[src/common/isa_pkg.sv]
package isa_pkg;

    localparam int XLEN = 32;
    localparam int REG_NUM = 32;
    localparam int REG_ADDR_LEN = 5;

    // major opcodes of the supported subset
    localparam logic [6:0] OPC_OP = 7'b0110011;
    localparam logic [6:0] OPC_OP_IMM = 7'b0010011;

    localparam logic [2:0] F3_ADD_SUB = 3'b000;
    localparam logic [2:0] F3_SLT = 3'b010;
    localparam logic [2:0] F3_XOR = 3'b100;
    localparam logic [2:0] F3_OR = 3'b110;
    localparam logic [2:0] F3_AND = 3'b111;

    localparam logic [6:0] F7_BASE = 7'b0000000;
    localparam logic [6:0] F7_SUB = 7'b0100000;
    localparam logic [6:0] F7_MULDIV = 7'b0000001;

    typedef struct packed {
        logic [6:0] funct7;
        logic [4:0] rs2;
        logic [4:0] rs1;
        logic [2:0] funct3;
        logic [4:0] rd;
        logic [6:0] opcode;
    } r_fields_t;

    typedef struct packed {
        logic [11:0] imm;
        logic [4:0] rs1;
        logic [2:0] funct3;
        logic [4:0] rd;
        logic [6:0] opcode;
    } i_fields_t;

    // one 32-bit word seen as R-type or I-type
    typedef union packed {
        r_fields_t r_fields;
        i_fields_t i_fields;
    } inst_word_u;

    typedef enum logic [0:0] {
        FU_ALU = 1'b0,
        FU_MUL = 1'b1
    } fu_e;

    typedef enum logic [2:0] {
        ALU_ADD,
        ALU_SUB,
        ALU_AND,
        ALU_OR,
        ALU_XOR,
        ALU_SLT
    } alu_func_e;

    typedef struct packed {
        logic valid;
        fu_e fu;
        alu_func_e alu_func;
        logic [REG_ADDR_LEN-1:0] rd;
        logic [REG_ADDR_LEN-1:0] rs1;
        logic [REG_ADDR_LEN-1:0] rs2;
        logic [XLEN-1:0] imm;
        // second operand comes from imm
        logic imm_valid;
        logic [XLEN-1:0] pc;
    } decoded_pack_t;

endpackage
[src/common/ooo_pkg.sv]
package ooo_pkg;

    localparam int ROB_SIZE = 8;
    localparam int ROB_TAG_LEN = $clog2(ROB_SIZE);

    typedef struct packed {
        logic ready;
        logic [ROB_TAG_LEN-1:0] tag;
        logic [isa_pkg::XLEN-1:0] value;
    } operand_t;

    typedef struct packed {
        isa_pkg::fu_e fu;
        isa_pkg::alu_func_e func;
        logic [ROB_TAG_LEN-1:0] tag_dest;
        operand_t src1;
        operand_t src2;
    } rs_entry_t;

    typedef struct packed {
        logic valid;
        logic [isa_pkg::REG_ADDR_LEN-1:0] dest;
        logic [isa_pkg::XLEN-1:0] pc;
    } rob_alloc_t;

    typedef struct packed {
        logic valid;
        logic [ROB_TAG_LEN-1:0] tag;
        logic [isa_pkg::XLEN-1:0] value;
    } cdb_t;

    typedef struct packed {
        logic busy;
        logic done;
        logic [isa_pkg::REG_ADDR_LEN-1:0] dest;
        logic [isa_pkg::XLEN-1:0] pc;
        logic [isa_pkg::XLEN-1:0] value;
    } rob_entry_t;

    typedef struct packed {
        logic valid;
        logic [isa_pkg::REG_ADDR_LEN-1:0] rd;
        logic [isa_pkg::XLEN-1:0] value;
        logic [isa_pkg::XLEN-1:0] pc;
    } commit_t;

    // rename state of one architectural register
    typedef struct packed {
        logic mapped;
        logic done;
        logic [ROB_TAG_LEN-1:0] tag;
    } map_stat_t;

endpackage

[src/source/execute_unit.sv]
module execute_unit (
    input  logic clk,
    input  logic reset,
    input  logic alu_valid,
    input  ooo_pkg::rs_entry_t alu_entry,
    input  logic mul_valid,
    input  ooo_pkg::rs_entry_t mul_entry,
    output logic alu_issue_enable,
    output ooo_pkg::cdb_t cdb
);
    import isa_pkg::*;
    import ooo_pkg::*;

    logic [XLEN-1:0] alu_result;
    logic m1_valid;
    logic m2_valid;
    logic [ROB_TAG_LEN-1:0] m1_tag;
    logic [ROB_TAG_LEN-1:0] m2_tag;
    logic [XLEN-1:0] m1_a;
    logic [XLEN-1:0] m1_b;
    logic [XLEN-1:0] m2_product;

    always_comb begin
        case (alu_entry.func)
            ALU_SUB: alu_result = alu_entry.src1.value - alu_entry.src2.value;
            ALU_AND: alu_result = alu_entry.src1.value & alu_entry.src2.value;
            ALU_OR: alu_result = alu_entry.src1.value | alu_entry.src2.value;
            ALU_XOR: alu_result = alu_entry.src1.value ^ alu_entry.src2.value;
            ALU_SLT: alu_result = {{(XLEN-1){1'b0}},
                $signed(alu_entry.src1.value) < $signed(alu_entry.src2.value)};
            default: alu_result = alu_entry.src1.value + alu_entry.src2.value;
        endcase
    end

    // m2 drives the cdb next edge, so keep the alu off it
    assign alu_issue_enable = !m2_valid;

    always_ff @(posedge clk) begin
        if (reset) begin
            m1_valid <= 1'b0;
            m2_valid <= 1'b0;
            cdb.valid <= 1'b0;
        end else begin
            m1_valid <= mul_valid;
            m2_valid <= m1_valid;
            cdb.valid <= m2_valid || alu_valid;
        end
        m1_tag <= mul_entry.tag_dest;
        m1_a <= mul_entry.src1.value;
        m1_b <= mul_entry.src2.value;
        m2_tag <= m1_tag;
        // low half of the product only
        m2_product <= m1_a * m1_b;
        if (m2_valid) begin
            cdb.tag <= m2_tag;
            cdb.value <= m2_product;
        end else begin
            cdb.tag <= alu_entry.tag_dest;
            cdb.value <= alu_result;
        end
    end

endmodule

[config.mk]
export PLATFORM = sky130hd
export DESIGN_NAME = execute_unit
export DESIGN_NICKNAME = d
export VERILOG_FILES = /design/src/common/isa_pkg.sv /design/src/common/ooo_pkg.sv /design/src/source/execute_unit.sv
export SDC_FILE = /design/constraint.sdc
export NUM_CORES = 1
export LEC_CHECK = 0
export BUFFER_PORTS_ARGS = -buffer_cell sky130_fd_sc_hd__buf_2
export CAP_MARGIN = 20
export CORE_UTILIZATION = 60
export DETAILED_ROUTE_END_ITERATION = 10
export PLACE_DENSITY_LB_ADDON = 0.25
export SETUP_SLACK_MARGIN = 0.05
export SYNTH_ARGS = -nofsm -noshare
export SYNTH_HDL_FRONTEND = slang
export SYNTH_SLANG_ARGS = --single-unit
[constraint.sdc]
create_clock -name clk -period 12.7 [get_ports clk]
set_input_delay 0.635 -clock clk [delete_from_list [all_inputs] [get_ports clk]]
set_output_delay 0.635 -clock clk [all_outputs]
set_load 0.01 [all_outputs]
==> flow_summary_export.csv, run 1 <==
group,metric,value,unit
final_layout,multiInputGateArea,0.01890,sq mm
logic_synthesis,synth_nets,3548,
floorplan,design.die.area,0.04091,sq mm
route,vias_per_cell,5.844,
timing,setup_tns,0,ps
timing,max_freq,131.5,MHz
grt,grt_pass1_wl,108600,microns
grt,overflow,0,
logic_synthesis,ys_seq_elements,140,
timing,rsz0062_at_grt,"false",
placed_design,place_ws,5054,ps
route,drc,0,
placed_design,portBuffers,177,
route,antenna_left,0,
critical_path,max_stage_delay,1000,ps
clock_network,cts_buffers,17,
critical_path,path_buf_inv,3,
final_layout,drive_gt1_share,9.340,%
final_layout,regArea,0.002804,sq mm
grt,antenna_found_initial,0,
clock_network,postCtsSetupBuffers,0,
critical_path,start_kind,"flip-flop",
grt,grt_max_degree,50,
clock_network,holdBufCountCts,0,
timing,drv_slew,0,
outcome,status,"finished, final reports clean",
clock_network,clk_pin_slew,70,ps
grt,grt_usage,34.35,%
floorplan,num_io_pins,199,
timing,finalCritPeriodShare,59.87,%
timing,hold_viol,0,
timing,tightest_slew,1150,ps
route,totalWireLength,67690,microns
floorplan,coreArea,0.03910,sq mm
logic_synthesis,seq_area_frac_synth,11.65,%
grt,grt_pass1_vias,20962,
logic_synthesis,synth_ff_type,"dfxtp_1",
final_layout,layout.nets,3626,
final_layout,layout_common_cells,"inv_1 (480), fa_1 (410), nand2_1 (306)",
worst_hold_path,hp-class,"in -> reg",
route,drt-initial-drc-count,1453,
critical_path,worstPathRequired,13090,ps
final_layout,final_common_cell,"inv_1",
logic_synthesis,syn_area,0.02406,sq mm
critical_path,slowest_stage,"dfxtp_1",
logic_synthesis,syn-instance-count,2757,
logic_synthesis,syn_avg_cell_area,8.727,sq um
timing,relSlewSlack,23.21,%
clock_network,cts_tree,"yes",
clock_network,clkSinkCount,140,
placed_design,gp_congestion,0.9332,
logic_synthesis,synth-edff-count,0,
floorplan,start_util,61.54,%
critical_path,crit_chain,"nand2_1 -> fa_1 -> fa_1 -> inv_1 -> fa_1 -> inv_1 -> fa_1 -> fa_1 -> inv_1 -> ha_1 -> fa_1 -> fa_1 -> ha_1 -> a21o_1 -> a21oi_1 -> a2bb2oi_1 -> o21ai_1 -> or4b_1 -> a31o_1 -> a21oi_1 -> xnor2_1",
route,post_drt_wl_per_cell,20.10,microns
logic_synthesis,synthArstFlopShare,0,%
route,vias,19677,
critical_path,crit_type,"reg -> reg",
logic_synthesis,ys_warn_count,0,
final_layout,area_growth,7.452,%
clock_network,worstSkewPairLatency,470,ps
route,drtPass1Iterations,6,
clock_network,cts_root_buf,"clkbuf_16",
final_layout,fillCellCount,3234,
critical_path,cp_common_cell,"fa_1",
clock_network,htreeDepth,4,
critical_path,cp_max_fo,27,
clock_network,clk_path_buf_depth,2,
timing,final.setup_skew,12.06,ps
timing,setup_viol,0,
run,max_cap_violations,0,
critical_path,crit_family,"adder cells",
timing,fin_ws,5097,ps
timing,min_period,7603,ps
critical_path,arrival,7990,ps
logic_synthesis,synth_cell_types,77,
clock_network,cts_resized,0,
floorplan,fp.dieH,202.3,microns
floorplan,die_w,202.3,microns
critical_path,end_kind,"flip-flop",
floorplan,num_rows,72,
placed_design,hpwl,51400,microns
[metrics by stage]
stage | area (sq um) | hold slack, ps | utilization [%] | cells
2_1_floorplan | 24060 | 309.6 | - | 2757
3_3_place_gp | 25220 | 313.0 | 64.52 | 3332
3_5_place_dp | 25250 | 312.8 | 64.59 | 3333
4_1_cts | 25840 | 237.0 | 66.08 | 3365
5_1_grt | 25850 | 244.3 | 66.12 | 3366
6_report | 25850 | 262.2 | 66.13 | 3367
[state kept, by name, summed over array words and instances, names as in the netlist]
| name | flops |
|---|---|
| m1_a | 32 |
| cdb | 36 |
| m1_tag | 3 |
| m2_product | 32 |
| m1_valid | 1 |
| m2_valid | 1 |
| m1_b | 32 |
| m2_tag | 3 |
[worst reg2reg max path: cells and delay by family, from the launching register on]
kind | cells | cell delay, ps
buffers and inverters | 3 | 140
AND/OR/NAND/NOR | 2 | 780
AO/OA/AOI/OAI | 6 | 1400
XOR/XNOR | 1 | 130
adder cells (fa/ha/maj) | 9 | 4070
flip-flops | 1 | 1000
[metal layers]
metal	part of all wire [%]	vias to the layer above	track usage, %
li1	-	8762	-
met1	38	9778	41.34
met2	50	937	59.50
met3	8.0	200	6.611
met4	4.3	0	15.41
met5	0	-	0
[synth_stat cells, drive strengths merged (25+ instances only)]
cell | count | area share, %
fa | 410 | 34
a21o | 35 | 1.1
dfxtp | 140 | 12
inv | 481 | 7.5
o21ai | 90 | 1.9
nand2 | 307 | 4.8
xnor2 | 70 | 2.5
clkbuf | 137 | 2.1
nor2 | 117 | 1.8
ha | 219 | 11
and2 | 302 | 7.9
a21oi | 109 | 2.3
xor2 | 25 | 0.91
[logic make-up (layout without fill, tap and decap cells)]
logic type               count (synthesis)  after routing  synth area share [%]
AND/OR/NAND/NOR                        835            835                 17.44
adder cells (fa/ha/maj)                629            629                 45.50
buffers and inverters                  626            717                 9.823
AO/OA/AOI/OAI                          421            421                 11.64
flip-flops                             140            140                 11.65
XOR/XNOR                                95             95                 3.458
multiplexers                            11             11                0.4888
other                                    0              1                     0
[layout make-up]
type	instances	share of cell area, %
well taps	518	2.507
multi-input cells	1991	73.09
repair buffers	203	4.288
clock buffers	18	1.660
flip-flops and latches	140	10.85
inverters	482	6.998
clock inverters	14	0.6001
diodes	1	0.009679
[final timing paths]
path                     startpoint  cells past startpoint                     end  slack, ps
setup reg to reg    m1_b[5]$_DFF_P_                     21  m2_product[30]$_DFF_P_       5100
setup / recovery    m1_b[5]$_DFF_P_                     21  m2_product[30]$_DFF_P_       5100
hold / removal        mul_entry[19]                      1        m1_b[19]$_DFF_P_        260
hold reg to reg   m1_tag[0]$_DFF_P_                      0       m2_tag[0]$_DFF_P_        330
Power of run 1 is left out: the tool's default activity adds up to more than one toggle a clock period on the data nets, which glitch-free logic cannot reach.
==> inputs of run 2 (changes only) <==
ABC_AREA = 1   (was unset)
clock period = 7.6 ns   (was 12.7 ns; I/O delays follow)
==> flow_summary_export.csv, run 2 <==
group,metric,value,unit
clock_network,cts_buffers,17,
clock_network,cts_tree,"yes",
placed_design,placed_cell_area,0.02695,sq mm
timing,finalCritPeriodShare,92.59,%
critical_path,start_kind,"flip-flop",
placed_design,hpwl,59680,microns
grt,grt_pass1_vias,23202,
timing,tightest_slew,1127,ps
final_layout,antennaDiodeCount,0,
critical_path,end_kind,"flip-flop",
clock_network,htreeDepth,4,
outcome,status,"finished, final reports clean",
logic_synthesis,syn_area,0.02566,sq mm
route,drc,0,
final_layout,fillCellCount,3697,
critical_path,worstPathRequired,8010,ps
final_layout,area_growth,9.889,%
grt,overflow,0,
logic_synthesis,ys_top_cells_by_count,"nand2_1 (945), inv_1 (944), fa_1 (410)",
grt,grt_pass1_wl,118500,microns
logic_synthesis,synth_nets,4355,
logic_synthesis,synth-edff-count,0,
logic_synthesis,synth_area_leader_cell,"fa_1",
placed_design,place_ws,584.8,ps
grt,grt_usage,35.33,%
logic_synthesis,synth_ff_type,"dfxtp_1",
floorplan,fp.dieH,208.8,microns
worst_hold_path,hp-class,"in -> reg",
logic_synthesis,synth_top_cell_area_share,31.99,%
run,max_cap_violations,0,
floorplan,die_w,208.8,microns
timing,max_freq,142.1,MHz
route,post_drt_wl_per_cell,17.24,microns
final_layout,layout.nets,4524,
floorplan,coreArea,0.04204,sq mm
clock_network,postCtsSetupBuffers,0,
final_layout,final_common_cell,"nand2_1",
grt,grt_max_degree,47,
final_layout,drive_gt1_share,7.955,%
timing,fin_ws,562.9,ps
final_layout,regArea,0.002803,sq mm
route,vias_per_cell,5.273,
clock_network,clkSinkCount,140,
route,vias,22596,
critical_path,crit_type,"reg -> reg",
timing,relSlewSlack,24.78,%
timing,final.setup_skew,21.15,ps
clock_network,clk_pin_slew,80,ps
logic_synthesis,syn-instance-count,3564,
timing,setup_tns,0,ps
timing,min_period,7037,ps
logic_synthesis,seq_area_frac_synth,10.92,%
route,antenna_left,0,
grt,antenna_found_initial,0,
final_layout,largest_reg_flops,36,
timing,drv_slew,0,
final_layout,layout_common_cells,"nand2_1 (945), inv_1 (944), fa_1 (410)",
critical_path,arrival,7450,ps
route,drtPass1Iterations,6,
final_layout,stdcell_area,0.02820,sq mm
placed_design,portBuffers,177,
timing,setup_viol,0,
floorplan,num_rows,75,
clock_network,cts_root_buf,"clkbuf_16",
route,drt-initial-drc-count,1520,
placed_design,gp_congestion,0.9706,
logic_synthesis,ys_seq_elements,140,
timing,holdWs,69.47,ps
logic_synthesis,syn_avg_cell_area,7.200,sq um
floorplan,design.die.area,0.04360,sq mm
timing,hold_viol,0,
timing,rsz0062_at_grt,"false",
final_layout,multiInputGateArea,0.01865,sq mm
logic_synthesis,yosysMostFrequentCell,"nand2_1",
clock_network,worstSkewPairLatency,500,ps
clock_network,clk_path_buf_depth,2,
logic_synthesis,synthTopCellsByArea,"fa_1 (32%), nand2_1 (14%), inv_1 (14%)",
critical_path,cp_max_fo,23,
floorplan,start_util,61.04,%
logic_synthesis,ys_warn_count,0,
logic_synthesis,synthArstFlopShare,0,%
route,totalWireLength,73870,microns
floorplan,num_io_pins,199,
logic_synthesis,synth_cell_types,55,
critical_path,ff2ff_setup_slack,560,ps
final_layout,largest-register,"cdb",
run 2: changes by cell type after synthesis, moves of 28 or more:
cell      before  now
and2_1       302    0
a21o_1        35    7
nand2_1      306  945
nand3_1       10  129
a21oi_1      109  141
nor2_1       117  169
clkbuf_1     137   92
xnor2_1       70   17
inv_1        480  944
run 2: cells by family after synthesis:
kind of cell,count (synthesis),synth area share (%)
AO/OA/AOI/OAI,343,7.836
XOR/XNOR,49,1.673
adder cells (fa/ha/maj),629,42.67
buffers and inverters,1097,16.41
flip-flops,140,10.92
AND/OR/NAND/NOR,1306,20.49
run 2: per-layer routing:
metal / vias to the layer above / track usage (%) / part of all wire (%)
li1: 10773 / - / -
met1: 10731 / 42.26 / 39
met2: 890 / 61.49 / 49
met3: 202 / 4.974 / 6.1
met4: 0 / 19.17 / 5.6
met5: - / 0 / 0
run 2: path summary, 6_finish.rpt:
path | to | depth (start not counted) | startpoint
max | m2_product[27]$_DFF_P_ | 24 | m1_b[9]$_DFF_P_
min | m1_valid$_SDFF_PP0_ | 2 | reset
max reg2reg | m2_product[27]$_DFF_P_ | 24 | m1_b[9]$_DFF_P_
min reg2reg | m2_tag[2]$_DFF_P_ | 0 | m1_tag[2]$_DFF_P_
run 2: layout make-up:
class                   count  area share, %
multi-input cells        2327          66.13
inverters                 957          12.74
flip-flops and latches    140          9.940
clock buffers              18          1.558
well taps                 539          2.392
repair buffers            290          6.745
clock inverters            14         0.5014
run 2: metrics by stage:
step | util (%) | instances
2_1_floorplan | - | 3564
4_1_cts | 67.07 | 4285
6_report | 67.07 | 4285
5_1_grt | 67.07 | 4285
3_5_place_dp | 64.10 | 4186
3_3_place_gp | 64.10 | 4186
run 2: timing repair:
item,CTS,global route
hold endpoints to repair,67,0
resized for setup,0,0
hold buffers,67,0
run 2: critical path, cell delays in order (launching register included):
cell	delay [ps]
dfxtp_1	1070
nand2_1	130
inv_1	110
fa_1	440
fa_1	450
fa_1	490
inv_1	50
fa_1	490
inv_1	60
fa_1	500
inv_1	50
fa_1	520
inv_1	50
fa_1	490
fa_1	410
ha_1	360
nand2_1	130
nor2_1	200
inv_1	90
nor3_2	150
nand3_1	110
o211ai_2	240
nand3_1	90
nand2_1	80
xor2_1	160
Power of run 2 is left out for the same reason.
